$ cat src/include/deca_periph_config.svh
/*
  bus and peripheral sizes for the board peripheral block
  accesses are whole 32-bit words, so the word offset starts at bit 2
  timer halves assume DECA_DATA_W is 32
*/
`ifndef DECA_PERIPH_CONFIG_SVH
`define DECA_PERIPH_CONFIG_SVH

`define DECA_DATA_W 32
`define DECA_ADDR_W 16

// slave select field of the byte address
`define DECA_REGION_LSB 8
`define DECA_REGION_W 4

// word register offset inside one slave
`define DECA_REG_LSB 2
`define DECA_REG_W 3

`define DECA_GPIO_W 8
`define DECA_LED_W 8
// key1, sw0, sw1, also the interrupt source count
`define DECA_SWITCH_N 3
`define DECA_SYNC_STAGES 2

`endif

$ cat src/logic/deca_periph_pkg.sv
/*
  shared types of the peripheral block
  region values 5 to 15 are unmapped and answer with a bus error
*/
`default_nettype none

`include "deca_periph_config.svh"

package deca_periph_pkg;

  typedef logic [`DECA_DATA_W-1:0] word_t;

  typedef enum logic [`DECA_REGION_W-1:0] {
    REGION_GPIO_A = 4'd0,
    REGION_GPIO_B = 4'd1,
    REGION_BOARD  = 4'd2,
    REGION_TIMER  = 4'd3,
    REGION_ICTRL  = 4'd4
  } region_e;

  typedef enum logic [`DECA_REG_W-1:0] {
    GPIO_DATA = 3'd0,
    GPIO_DIR  = 3'd1
  } gpio_reg_e;

  typedef enum logic [`DECA_REG_W-1:0] {
    BOARD_SWITCH  = 3'd0,
    BOARD_PENDING = 3'd1,
    BOARD_LEDS    = 3'd2
  } board_reg_e;

  typedef enum logic [`DECA_REG_W-1:0] {
    MTIME_LO    = 3'd0,
    MTIME_HI    = 3'd1,
    MTIMECMP_LO = 3'd2,
    MTIMECMP_HI = 3'd3
  } timer_reg_e;

  typedef enum logic [`DECA_REG_W-1:0] {
    ICTRL_STATUS = 3'd0,
    ICTRL_ENABLE = 3'd1
  } ictrl_reg_e;

endpackage

`default_nettype wire

$ cat src/logic/wb_slave_if.sv
/*
  link from the address decoder to one slave
  stb is already qualified by cyc and the region match
  slaves answer with a single-cycle ack, there is no err or stall here
*/
`timescale 1ns/1ps
`default_nettype none

`include "deca_periph_config.svh"

interface wb_slave_if;

  logic                    stb;
  logic                    we;
  logic [`DECA_REG_W-1:0]  reg_adr;
  deca_periph_pkg::word_t  wdata;
  deca_periph_pkg::word_t  rdata;
  logic                    ack;

  modport decoder (
    output stb,
    output we,
    output reg_adr,
    output wdata,
    input  rdata,
    input  ack
  );

  modport slave (
    input  stb,
    input  we,
    input  reg_adr,
    input  wdata,
    output rdata,
    output ack
  );

endinterface

`default_nettype wire

$ cat src/logic/board_io.sv
/*
  key and slide switches with change interrupts, plus the LED register
  levels and pending bits update DECA_SYNC_STAGES+1 cycles after a pin edge
  no debounce, every bounce sets the pending bit again
*/
`timescale 1ns/1ps
`default_nettype none

`include "deca_periph_config.svh"

module board_io (
  input  logic                      wb_clk,
  input  logic                      reset_i,
  wb_slave_if.slave                 bus,
  input  logic                      key_i,
  input  logic                      sw0_i,
  input  logic                      sw1_i,
  output logic [`DECA_LED_W-1:0]    leds_o,
  output logic [`DECA_SWITCH_N-1:0] pending_o
);

  logic [`DECA_SYNC_STAGES-1:0][`DECA_SWITCH_N-1:0] sync_q;
  logic [`DECA_SWITCH_N-1:0] level_q;
  logic [`DECA_SWITCH_N-1:0] change;
  logic [`DECA_SWITCH_N-1:0] clear;
  logic                      ack_q;
  logic                      wr;

  assign wr     = bus.stb && bus.we && !ack_q;
  assign change = sync_q[`DECA_SYNC_STAGES-1] ^ level_q;

  // write 1 to clear
  assign clear = (wr && (bus.reg_adr == deca_periph_pkg::BOARD_PENDING)) ?
                 bus.wdata[`DECA_SWITCH_N-1:0] : '0;

  always_ff @(posedge wb_clk) begin
    if (reset_i) begin
      sync_q    <= '0;
      level_q   <= '0;
      pending_o <= '0;
      leds_o    <= '0;
      ack_q     <= 1'b0;
    end else begin
      sync_q[0] <= {sw1_i, sw0_i, key_i};
      for (int i = 1; i < `DECA_SYNC_STAGES; i++) begin
        sync_q[i] <= sync_q[i-1];
      end
      level_q <= sync_q[`DECA_SYNC_STAGES-1];
      // a fresh change beats a clear on the same edge
      pending_o <= (pending_o & ~clear) | change;
      ack_q     <= bus.stb && !ack_q;
      if (wr && (bus.reg_adr == deca_periph_pkg::BOARD_LEDS)) begin
        leds_o <= bus.wdata[`DECA_LED_W-1:0];
      end
    end
  end

  always_comb begin
    bus.rdata = '0;
    case (deca_periph_pkg::board_reg_e'(bus.reg_adr))
      deca_periph_pkg::BOARD_SWITCH:  bus.rdata[`DECA_SWITCH_N-1:0] = level_q;
      deca_periph_pkg::BOARD_PENDING: bus.rdata[`DECA_SWITCH_N-1:0] = pending_o;
      deca_periph_pkg::BOARD_LEDS:    bus.rdata[`DECA_LED_W-1:0]    = leds_o;
      default: ;
    endcase
  end

  assign bus.ack = ack_q;

endmodule

`default_nettype wire

$ cat src/logic/deca_periph_top.sv
/*
  board peripheral block behind one Wishbone slave port
  single clock wb_clk, synchronous active-high reset_i
  word accesses only, no byte selects, bursts or retry
*/
`timescale 1ns/1ps
`default_nettype none

`include "deca_periph_config.svh"

module deca_periph_top (
  input  logic                    wb_clk,
  input  logic                    reset_i,
  input  logic [`DECA_ADDR_W-1:0] wb_adr_i,
  input  logic [`DECA_DATA_W-1:0] wb_dat_i,
  input  logic                    wb_we_i,
  input  logic                    wb_cyc_i,
  input  logic                    wb_stb_i,
  output logic [`DECA_DATA_W-1:0] wb_dat_o,
  output logic                    wb_ack_o,
  output logic                    wb_err_o,
  input  logic [`DECA_GPIO_W-1:0] gpio_a_i,
  output logic [`DECA_GPIO_W-1:0] gpio_a_o,
  output logic [`DECA_GPIO_W-1:0] gpio_a_oe_o,
  input  logic [`DECA_GPIO_W-1:0] gpio_b_i,
  output logic [`DECA_GPIO_W-1:0] gpio_b_o,
  output logic [`DECA_GPIO_W-1:0] gpio_b_oe_o,
  input  logic                    key_i,
  input  logic                    sw0_i,
  input  logic                    sw1_i,
  output logic [`DECA_LED_W-1:0]  leds_o,
  output logic                    irq_o,
  output logic                    timer_irq_o
);

  logic [`DECA_SWITCH_N-1:0] board_pending;

  wb_slave_if gpio_a_bus ();
  wb_slave_if gpio_b_bus ();
  wb_slave_if board_bus ();
  wb_slave_if timer_bus ();
  wb_slave_if ictrl_bus ();

  wb_address_decoder decoder_inst (
    .wb_clk   (wb_clk),
    .reset_i  (reset_i),
    .wb_adr_i (wb_adr_i),
    .wb_dat_i (wb_dat_i),
    .wb_we_i  (wb_we_i),
    .wb_cyc_i (wb_cyc_i),
    .wb_stb_i (wb_stb_i),
    .wb_dat_o (wb_dat_o),
    .wb_ack_o (wb_ack_o),
    .wb_err_o (wb_err_o),
    .gpio_a   (gpio_a_bus),
    .gpio_b   (gpio_b_bus),
    .board    (board_bus),
    .timer    (timer_bus),
    .ictrl    (ictrl_bus)
  );

  gpio_port gpio_a_inst (
    .wb_clk    (wb_clk),
    .reset_i   (reset_i),
    .bus       (gpio_a_bus),
    .gpio_i    (gpio_a_i),
    .gpio_o    (gpio_a_o),
    .gpio_oe_o (gpio_a_oe_o)
  );

  gpio_port gpio_b_inst (
    .wb_clk    (wb_clk),
    .reset_i   (reset_i),
    .bus       (gpio_b_bus),
    .gpio_i    (gpio_b_i),
    .gpio_o    (gpio_b_o),
    .gpio_oe_o (gpio_b_oe_o)
  );

  board_io board_inst (
    .wb_clk    (wb_clk),
    .reset_i   (reset_i),
    .bus       (board_bus),
    .key_i     (key_i),
    .sw0_i     (sw0_i),
    .sw1_i     (sw1_i),
    .leds_o    (leds_o),
    .pending_o (board_pending)
  );

  interrupt_controller ictrl_inst (
    .wb_clk  (wb_clk),
    .reset_i (reset_i),
    .bus     (ictrl_bus),
    .src_i   (board_pending),
    .irq_o   (irq_o)
  );

  machine_timer timer_inst (
    .wb_clk  (wb_clk),
    .reset_i (reset_i),
    .bus     (timer_bus),
    .irq_o   (timer_irq_o)
  );

endmodule

`default_nettype wire

$ cat src/logic/gpio_port.sv
/*
  one 8-bit GPIO port, output and direction registers
  data reads return the live input pins, not the output register
  the pins are sampled without synchronizer
*/
`timescale 1ns/1ps
`default_nettype none

`include "deca_periph_config.svh"

module gpio_port (
  input  logic                    wb_clk,
  input  logic                    reset_i,
  wb_slave_if.slave               bus,
  input  logic [`DECA_GPIO_W-1:0] gpio_i,
  output logic [`DECA_GPIO_W-1:0] gpio_o,
  output logic [`DECA_GPIO_W-1:0] gpio_oe_o
);

  logic ack_q;
  logic wr;

  // write lands on the edge that raises ack
  assign wr = bus.stb && bus.we && !ack_q;

  always_ff @(posedge wb_clk) begin
    if (reset_i) begin
      ack_q     <= 1'b0;
      gpio_o    <= '0;
      gpio_oe_o <= '0;
    end else begin
      ack_q <= bus.stb && !ack_q;
      if (wr) begin
        case (deca_periph_pkg::gpio_reg_e'(bus.reg_adr))
          deca_periph_pkg::GPIO_DATA: gpio_o    <= bus.wdata[`DECA_GPIO_W-1:0];
          deca_periph_pkg::GPIO_DIR:  gpio_oe_o <= bus.wdata[`DECA_GPIO_W-1:0];
          default: ;
        endcase
      end
    end
  end

  always_comb begin
    bus.rdata = '0;
    case (deca_periph_pkg::gpio_reg_e'(bus.reg_adr))
      deca_periph_pkg::GPIO_DATA: bus.rdata[`DECA_GPIO_W-1:0] = gpio_i;
      deca_periph_pkg::GPIO_DIR:  bus.rdata[`DECA_GPIO_W-1:0] = gpio_oe_o;
      default: ;
    endcase
  end

  assign bus.ack = ack_q;

  a_ack_after_stb: assert property (@(posedge wb_clk) disable iff (reset_i)
    bus.ack |-> $past(bus.stb));

endmodule

`default_nettype wire

$ cat src/logic/interrupt_controller.sv
/*
  enable mask over the board interrupt sources
  sources are level inputs, they are cleared at the board block
  irq_o is combinational from src_i and the mask
*/
`timescale 1ns/1ps
`default_nettype none

`include "deca_periph_config.svh"

module interrupt_controller (
  input  logic                      wb_clk,
  input  logic                      reset_i,
  wb_slave_if.slave                 bus,
  input  logic [`DECA_SWITCH_N-1:0] src_i,
  output logic                      irq_o
);

  logic [`DECA_SWITCH_N-1:0] enable_q;
  logic [`DECA_SWITCH_N-1:0] status;
  logic                      ack_q;
  logic                      wr;

  assign wr     = bus.stb && bus.we && !ack_q;
  assign status = src_i & enable_q;

  always_ff @(posedge wb_clk) begin
    if (reset_i) begin
      enable_q <= '0;
      ack_q    <= 1'b0;
    end else begin
      ack_q <= bus.stb && !ack_q;
      if (wr && (bus.reg_adr == deca_periph_pkg::ICTRL_ENABLE)) begin
        enable_q <= bus.wdata[`DECA_SWITCH_N-1:0];
      end
    end
  end

  // status is read only
  always_comb begin
    bus.rdata = '0;
    case (deca_periph_pkg::ictrl_reg_e'(bus.reg_adr))
      deca_periph_pkg::ICTRL_STATUS: bus.rdata[`DECA_SWITCH_N-1:0] = status;
      deca_periph_pkg::ICTRL_ENABLE: bus.rdata[`DECA_SWITCH_N-1:0] = enable_q;
      default: ;
    endcase
  end

  assign irq_o   = |status;
  assign bus.ack = ack_q;

endmodule

`default_nettype wire

$ cat src/logic/machine_timer.sv
/*
  RISC-V style mtime and mtimecmp, no prescaler, counts every wb_clk
  halves are not written atomically, software must handle the carry
  mtimecmp resets to all ones so the interrupt starts low
*/
`timescale 1ns/1ps
`default_nettype none

`include "deca_periph_config.svh"

module machine_timer (
  input  logic      wb_clk,
  input  logic      reset_i,
  wb_slave_if.slave bus,
  output logic      irq_o
);

  localparam int HALF_W = `DECA_DATA_W;

  logic [2*HALF_W-1:0] mtime_q;
  logic [2*HALF_W-1:0] mtime_next;
  logic [2*HALF_W-1:0] mtimecmp_q;
  logic                ack_q;
  logic                wr;

  assign wr = bus.stb && bus.we && !ack_q;

  // written half replaces the count, the other half keeps counting
  always_comb begin
    mtime_next = mtime_q + 1'b1;
    if (wr) begin
      case (deca_periph_pkg::timer_reg_e'(bus.reg_adr))
        deca_periph_pkg::MTIME_LO: mtime_next[HALF_W-1:0]        = bus.wdata;
        deca_periph_pkg::MTIME_HI: mtime_next[2*HALF_W-1:HALF_W] = bus.wdata;
        default: ;
      endcase
    end
  end

  always_ff @(posedge wb_clk) begin
    if (reset_i) begin
      mtime_q    <= '0;
      mtimecmp_q <= '1;
      ack_q      <= 1'b0;
    end else begin
      mtime_q <= mtime_next;
      ack_q   <= bus.stb && !ack_q;
      if (wr) begin
        case (deca_periph_pkg::timer_reg_e'(bus.reg_adr))
          deca_periph_pkg::MTIMECMP_LO: mtimecmp_q[HALF_W-1:0]        <= bus.wdata;
          deca_periph_pkg::MTIMECMP_HI: mtimecmp_q[2*HALF_W-1:HALF_W] <= bus.wdata;
          default: ;
        endcase
      end
    end
  end

  always_comb begin
    case (deca_periph_pkg::timer_reg_e'(bus.reg_adr))
      deca_periph_pkg::MTIME_LO:    bus.rdata = mtime_q[HALF_W-1:0];
      deca_periph_pkg::MTIME_HI:    bus.rdata = mtime_q[2*HALF_W-1:HALF_W];
      deca_periph_pkg::MTIMECMP_LO: bus.rdata = mtimecmp_q[HALF_W-1:0];
      deca_periph_pkg::MTIMECMP_HI: bus.rdata = mtimecmp_q[2*HALF_W-1:HALF_W];
      default:                      bus.rdata = '0;
    endcase
  end

  assign irq_o   = (mtime_q >= mtimecmp_q);
  assign bus.ack = ack_q;

  // a disarmed compare must never fire
  a_disarmed_quiet: assert property (@(posedge wb_clk) disable iff (reset_i)
    (&mtimecmp_q) |-> !irq_o);

endmodule

`default_nettype wire

$ cat src/logic/wb_address_decoder.sv
/*
  single-master decoder, region field in address bits 11..8
  master must hold the request until ack or err, then drop stb a cycle
  unmapped regions get err one cycle after the request, read data zero
*/
`timescale 1ns/1ps
`default_nettype none

`include "deca_periph_config.svh"

module wb_address_decoder (
  input  logic                    wb_clk,
  input  logic                    reset_i,
  input  logic [`DECA_ADDR_W-1:0] wb_adr_i,
  input  deca_periph_pkg::word_t  wb_dat_i,
  input  logic                    wb_we_i,
  input  logic                    wb_cyc_i,
  input  logic                    wb_stb_i,
  output deca_periph_pkg::word_t  wb_dat_o,
  output logic                    wb_ack_o,
  output logic                    wb_err_o,
  wb_slave_if.decoder             gpio_a,
  wb_slave_if.decoder             gpio_b,
  wb_slave_if.decoder             board,
  wb_slave_if.decoder             timer,
  wb_slave_if.decoder             ictrl
);

  deca_periph_pkg::region_e region;
  logic [`DECA_REG_W-1:0]   reg_adr;
  logic                     req;
  logic                     mapped;
  logic                     err_q;

  assign region  = deca_periph_pkg::region_e'(wb_adr_i[`DECA_REGION_LSB +: `DECA_REGION_W]);
  assign reg_adr = wb_adr_i[`DECA_REG_LSB +: `DECA_REG_W];
  assign req     = wb_cyc_i && wb_stb_i;

  // strobe only the matching slave
  assign gpio_a.stb = req && (region == deca_periph_pkg::REGION_GPIO_A);
  assign gpio_b.stb = req && (region == deca_periph_pkg::REGION_GPIO_B);
  assign board.stb  = req && (region == deca_periph_pkg::REGION_BOARD);
  assign timer.stb  = req && (region == deca_periph_pkg::REGION_TIMER);
  assign ictrl.stb  = req && (region == deca_periph_pkg::REGION_ICTRL);

  // the rest fans out unchanged
  assign gpio_a.we      = wb_we_i;
  assign gpio_b.we      = wb_we_i;
  assign board.we       = wb_we_i;
  assign timer.we       = wb_we_i;
  assign ictrl.we       = wb_we_i;
  assign gpio_a.reg_adr = reg_adr;
  assign gpio_b.reg_adr = reg_adr;
  assign board.reg_adr  = reg_adr;
  assign timer.reg_adr  = reg_adr;
  assign ictrl.reg_adr  = reg_adr;
  assign gpio_a.wdata   = wb_dat_i;
  assign gpio_b.wdata   = wb_dat_i;
  assign board.wdata    = wb_dat_i;
  assign timer.wdata    = wb_dat_i;
  assign ictrl.wdata    = wb_dat_i;

  // read mux, address is held through the ack cycle
  always_comb begin
    mapped = 1'b1;
    case (region)
      deca_periph_pkg::REGION_GPIO_A: wb_dat_o = gpio_a.rdata;
      deca_periph_pkg::REGION_GPIO_B: wb_dat_o = gpio_b.rdata;
      deca_periph_pkg::REGION_BOARD:  wb_dat_o = board.rdata;
      deca_periph_pkg::REGION_TIMER:  wb_dat_o = timer.rdata;
      deca_periph_pkg::REGION_ICTRL:  wb_dat_o = ictrl.rdata;
      default: begin
        wb_dat_o = '0;
        mapped   = 1'b0;
      end
    endcase
  end

  // one-cycle error pulse for holes in the map
  always_ff @(posedge wb_clk) begin
    if (reset_i) begin
      err_q <= 1'b0;
    end else begin
      err_q <= req && !mapped && !err_q;
    end
  end

  assign wb_err_o = err_q;
  assign wb_ack_o = gpio_a.ack | gpio_b.ack | board.ack | timer.ack | ictrl.ack;

  a_single_stb: assert property (@(posedge wb_clk) disable iff (reset_i)
    $onehot0({gpio_a.stb, gpio_b.stb, board.stb, timer.stb, ictrl.stb}));

  a_err_not_ack: assert property (@(posedge wb_clk) disable iff (reset_i)
    !(wb_err_o && wb_ack_o));

endmodule

`default_nettype wire

$ cat config.mk
export PLATFORM = sky130hd
export DESIGN_NAME = deca_periph_top
export DESIGN_NICKNAME = d
export VERILOG_FILES = /design/src/logic/deca_periph_pkg.sv /design/src/logic/wb_slave_if.sv /design/src/logic/board_io.sv /design/src/logic/deca_periph_top.sv /design/src/logic/gpio_port.sv /design/src/logic/interrupt_controller.sv /design/src/logic/machine_timer.sv /design/src/logic/wb_address_decoder.sv
export VERILOG_INCLUDE_DIRS = /design/src /design/src/include
export SDC_FILE = /design/constraint.sdc
export NUM_CORES = 1
export LEC_CHECK = 0
export ABC_CLOCK_PERIOD_IN_PS = 2300
export BUFFER_PORTS_ARGS = -buffer_cell sky130_fd_sc_hd__buf_4
export CORE_ASPECT_RATIO = 0.5
export CORE_UTILIZATION = 53
export DETAILED_ROUTE_END_ITERATION = 7
export HOLD_SLACK_MARGIN = 0.03
export PLACE_DENSITY = 0.77
export SYNTH_ARGS = -nofsm -noshare
export SYNTH_HDL_FRONTEND = slang
export SYNTH_SLANG_ARGS = --single-unit
$ cat constraint.sdc
create_clock -name wb_clk -period 2.3 [get_ports wb_clk]
set_input_delay 0.46 -clock wb_clk [delete_from_list [all_inputs] [get_ports wb_clk]]
set_output_delay 0.46 -clock wb_clk [all_outputs]
set_load 0.01 [all_outputs]
==> metrics, run 1 <==
status finished, violations left; failing checks setup timing; Post-synth EDFFs 0; synth warn 0; Synth cell types 53; Reg clk slew, reported paths 70 ps; Reg2Reg Setup Slack 80 ps; total CTS buffers 17; Initial Utilization 54.3%; ratio of cells with drive above 1 in the final layout 29.9%; first-pass GRT wire length 51,600 um; commonest non-fill, non-tap cell in the layout buf_4; vias in the first global route 10,000; NetSw 1.64 mW; area of the multi-input gates 6690 um2; Core ar. 19,500 um2; Worst Setup Start Kind register; Hold-fix buffers, CTS 0; GR Overflow Total 0; synthesized area 10,600 um2; Peak Freq 0.342 GHz; TritonRoute pass-1 iters 5; Primary FF master, synth dfxtp_1; area grow syn2layout 34.5%; Leak 6.09 nW; post-DR vias/cell 5.99; # fillers 1,410; Int Power 5.01 mW; IO Pins 148; placer congestion estimate 0.918; Initial DRC Count 909; Sequential Power Share 49.7%; HP Class in -> reg; CTS tree built; Final ANT Viol Nets 0; worst rel slew slack 61.7%; Critical Path RT 1840 ps; ys async rst share 0%; Final WS setup -627 ps; Remaining DRCs 0; CTS H-tree lvls 4; Crit Path Category reg -> out; largest net degree at the start of global routing 56; DP Wirelength 24,200 um; final setup fails 2; Worst-Margin Slew 574 ps; max cap viols 0; initial antenna violation count 0; Die Ht 102 um; Post-layout nets 1,637; Sum Neg Setup Slack -715 ps; Root Buffer clkbuf_16; Post-Place Worst Slack -301 ps; drt wl/cell 18.7 um; die area 20,600 um2; PortBufs 138; share of power burned in combinational logic 6.8%; Worst Setup End Kind output pin; vias after detailed routing 10,600; clock power share 43.5%; FF+latch area 3810 um2; power density over the cells 467 nW/um2; CTS sink count 189; Mapped Nets 1,391; n_diodes 0; VDD IR-drop max 510 uV; Hold Fails Final Rpt 0; Critical Path AT 2470 ps; minimum clock period 2930 ps; row count 36; total track usage 31.6%; sw frac 24.6%; sequential area share after synthesis 35.7%; crit path max fanout 3; Max Buffers Root-to-Sink 2; Routed WL 33,300 um; clk_lat worst skew 450 ps; chip width 202 um; cell count after synthesis 1,254; unrepaired setup endpoints after global routing yes; worst-case clock skew 12.5 ps; commonest non-fill, non-tap cells in the layout buf_4, nor2_1, dfxtp_1; syn_area_per_cell 8.45 um2; Tcrit/Tclk final 127%; Synth Register Bits 189; fin. max-slew vios 0
## routing by layer
metal | vias up | track usage (%) | share of wire (%)
met3 | 51 | 5.29 | 7.2
met4 | 0 | 10.4 | 1.6
met1 | 5115 | 41.7 | 45
met5 | - | 0 | 0
li1 | 5023 | - | -
met2 | 460 | 53.2 | 46
## through the flow
stage          util [%]  cell area [um2]  power, mW  hold slack (ps)  cells
2_1_floorplan         -            10600       3.57              414   1254
3_3_place_gp       67.2            13100       3.80              417   1741
3_5_place_dp       67.2            13100       3.81              427   1741
4_1_cts            70.8            13800       6.65              215   1774
5_1_grt            73.1            14200       6.83              227   1779
6_report           73.1            14200       6.65              227   1779
## cells in the mapped netlist (all sizes together) (21+ instances only)
cell	instances	area, um2
nand2	49	184
xnor2	42	368
nor2	201	757
a21oi	64	320
xor2	22	193
nand4	26	184
nand3	26	130
a211o	66	578
o21ai	21	105
buf	26	128
ha	65	813
dfxtp	189	3780
clkbuf	59	221
inv	79	297
a211oi	59	448
nor3	32	204
mux2i	47	470
a22oi	65	488
## critical path, cell delays in order, from the launching register on
cell and delay, ps:
dfxtp_2 340, inv_2 50, ha_4 250, a21oi_2 110
o21a_1 150, o221ai_2 120, a211o_1 330, a221oi_2 330
nand2_1 170, buf_6 160
## state kept, by name (all words and copies together) (netlist names)
name	flops
ictrl_inst.bus.ack	1
timer_inst.mtime_q	64
gpio_a_inst.bus.ack	1
board_inst.pending_o	3
timer_inst.mtimecmp_q	64
gpio_b_inst.gpio_oe_o	8
board_inst.sync_q	6
board_inst.leds_o	8
decoder_inst.wb_err_o	1
timer_inst.bus.ack	1
gpio_b_inst.gpio_o	8
ictrl_inst.enable_q	3
board_inst.level_q	3
gpio_b_inst.bus.ack	1
gpio_a_inst.gpio_oe_o	8
gpio_a_inst.gpio_o	8
board_inst.bus.ack	1
## cells by family after synthesis
logic type | count (synthesis) | share of synthesized area [%]
compound gates | 325 | 22.0
xor+xnor | 64 | 5.29
fa+ha+maj | 65 | 7.68
buf+inv | 164 | 6.09
flops | 189 | 35.7
mux | 47 | 4.44
simple gates | 400 | 18.8
## area by class of cell
cell class / count / area share, %
Sequential cell: 189 / 26.7
Timing Repair Buffer: 312 / 18.0
Clock buffer: 20 / 3.13
Multi-Input combinational cell: 901 / 46.9
Inverter: 79 / 2.08
Clock inverter: 12 / 0.790
Tap cell: 266 / 2.34
## path summary, 6_finish.rpt
check                            startpoint                     end  cells after the start
hold / removal                        sw1_i    board_inst.sync_q[2]                      2
hold reg to reg        board_inst.sync_q[2]    board_inst.sync_q[5]                      1
setup / recovery  timer_inst.mtimecmp_q[35]             timer_irq_o                      9
setup reg to reg     timer_inst.mtime_q[17]  timer_inst.mtime_q[35]                      8
## power by group through the flow
| stage | clock, mW | combinational (mW) | sequential (mW) |
|---|---|---|---|
| 3_3_place_gp | 0 | 0.424 | 3.38 |
| 5_1_grt | 3.04 | 0.484 | 3.30 |
| 2_1_floorplan | 0 | 0.193 | 3.38 |
| 6_report | 2.89 | 0.455 | 3.30 |
| 3_5_place_dp | 0 | 0.433 | 3.38 |
| 4_1_cts | 2.91 | 0.437 | 3.30 |
## timing repair
| item | 4_1_cts | 5_1_grt |
|---|---|---|
| endpoints found under the setup margin | 10 | 45 |
| gates resized for setup | 25 | 80 |
| gates cloned | 0 | 0 |
| buffers inserted | 1 | 5 |
| pin swaps | 20 | 33 |
Power figures use the tool's default switching activity.
==> run 2: changes to the inputs <==
--- a/config.mk
+++ b/config.mk
@@ -12,7 +12,8 @@
 export CORE_UTILIZATION = 53
 export DETAILED_ROUTE_END_ITERATION = 7
 export HOLD_SLACK_MARGIN = 0.03
-export PLACE_DENSITY = 0.77
+export PLACE_DENSITY_LB_ADDON = 0.3
+export RECOVER_POWER = 50
 export SYNTH_ARGS = -nofsm -noshare
 export SYNTH_HDL_FRONTEND = slang
 export SYNTH_SLANG_ARGS = --single-unit
==> run 2 against run 1 <==
Design area down 0.77%. Critical endpoint unchanged. Die area unchanged. The flow still finishes with violations (setup timing). Via count up 2.8%. Clock-buffer cell count down 1. Register-to-register slack worse by 50 ps. Largest power group unchanged. Highest routed layer unchanged. Total power up 2.8%. Worst setup slack worse by 44 ps. Non-clock buffer count down 1. Sequential cell count unchanged.
==> metrics, run 2 (synthesis results as in run 1) <==
total CTS buffers 17; Placed Area 13,100 um2; biggest regs timer_inst.mtime_q x64, timer_inst.mtimecmp_q x64; clk_lat worst skew 450 ps; Hold Fails Final Rpt 0; total track usage 33.3%; ratio of cells with drive above 1 in the final layout 28.2%; HP Class in -> reg; final setup fails 33; Leak 5.88 nW; Worst Setup End Kind output pin; first-pass GRT wire length 54,100 um; Remaining DRCs 0; Tcrit/Tclk final 129%; CP max stage cell a221oi_2; Max Buffers Root-to-Sink 2; minimum clock period 2970 ps; met3 usage 6.22%; CTS H-tree lvls 4; PortBufs 138; Worst-Margin Slew 1430 ps; CTS tree built; Initial Utilization 54.3%; Worst Setup Start Kind register; routing usage on met2 55.5%; NetSw 1.70 mW; TritonRoute pass-1 iters 7; VDD IR-drop max 456 uV; placer congestion estimate 0.909; Post-layout nets 1,636; placed cells 1,740; initial antenna violation count 0; vias after detailed routing 10,900; clock power share 45.0%; fin. max-slew vios 0; Int Power 5.14 mW; Peak Freq 0.337 GHz; Final ANT Viol Nets 0; commonest non-fill, non-tap cell in the layout buf_4; WP buf/inv 2; commonest non-fill, non-tap cells in the layout buf_4, nor2_1, dfxtp_1; Critical Path AT 2510 ps; Die Ht 102 um; die area 20,600 um2; Top Family by Delay on Critical Path compound AO/OA/AOI/OAI gates; n_diodes 0; vias in the first global route 10,500; Critical Path RT 1840 ps; post-layout util 72.5%; power density over the cells 484 nW/um2; Root Buffer clkbuf_16; largest net degree at the start of global routing 63; max cap viols 0; chip width 202 um; worst rel slew slack 4.82%; met1 Use GR 42.9%; area grow syn2layout 33.4%; sw frac 24.8%; Crit Path Category reg -> out; Core ar. 19,500 um2; status finished, violations left; crit path max fanout 2; CTS sink count 189; Final WS setup -671 ps; row count 36; Initial DRC Count 1,063; slowest stage delay, CP 390 ps; Most Crowded Layer GR met2; Sequential Power Share 48.3%; failing checks setup timing; crit-path cells inv_2, ha_1, nand4_1, o221ai_2, a211o_1, a221oi_2, nand2_1, buf_6; share of power burned in combinational logic 6.7%; worst-case clock skew 10.2 ps; post-DR vias/cell 6.15; Reg clk slew, reported paths 80 ps; hold slack 222 ps; IO Pins 148; Hold-fix buffers, CTS 0; GR Overflow Total 0; unrepaired setup endpoints after global routing yes; final instance area 14,100 um2; Finished Layout Cells 1,778; DP Wirelength 23,800 um; drt wl/cell 19.9 um; Routed WL 35,400 um
==> run 2: area by class of cell <==
class / instances / area (um2)
Multi-Input combinational cell: 901 / 6720
Fill cell: 1435 / 5370
Sequential cell: 189 / 3820
Timing Repair Buffer: 311 / 2360
Clock buffer: 19 / 443
Tap cell: 266 / 333
Inverter: 79 / 297
Clock inverter: 13 / 156
==> run 2: repair_timing <==
| action | in CTS | in global routing |
|---|---|---|
| setup endpoints to repair | 4 | 37 |
| hold endpoints to repair | 0 | 0 |
| setup buffers | 4 | 2 |
| resized for setup | 78 | 48 |
| pin swaps | 47 | 9 |
==> run 2: power by group through the flow <==
stage	Combinational, mW	Sequential, mW	Clock [mW]
2_1_floorplan	0.193	3.38	0
3_3_place_gp	0.431	3.38	0
3_5_place_dp	0.438	3.38	0
4_1_cts	0.444	3.30	3.08
5_1_grt	0.483	3.30	3.23
6_report	0.457	3.30	3.08
==> run 2: worst paths after layout <==
path	from	endpoint	slack [ps]	cells after the start
max	timer_inst.mtimecmp_q[38]	timer_irq_o	-670	8
min	sw1_i	board_inst.sync_q[2]	220	2
min reg2reg	board_inst.sync_q[1]	board_inst.sync_q[4]	440	1
max reg2reg	timer_inst.mtime_q[41]	timer_inst.mtime_q[63]	30	8
==> run 2: metrics by stage <==
stage	worst slack [ps]	TNS (ps)	power, mW
3_3_place_gp	-388	-1450	3.81
2_1_floorplan	25.3	0	3.57
5_1_grt	-760	-11890	7.01
6_report	-671	-8720	6.84
4_1_cts	-534	-593	6.83
3_5_place_dp	-359	-1110	3.82
==> run 2: per-layer routing <==
metal / up-vias / part of all wire, %
li1: 5027 / -
met1: 5213 / 43
met2: 595 / 46
met3: 108 / 8.1
met4: 0 / 3.0
met5: - / 0
==> run 2: worst reg2reg max path, delay by kind of cell (launching register included) <==
family | cells | cell delay, ps
AO/OA/AOI/OAI | 1 | 250
XOR/XNOR | 1 | 110
buffers and inverters | 2 | 380
flip-flops | 1 | 410
AND/OR/NAND/NOR | 4 | 1000
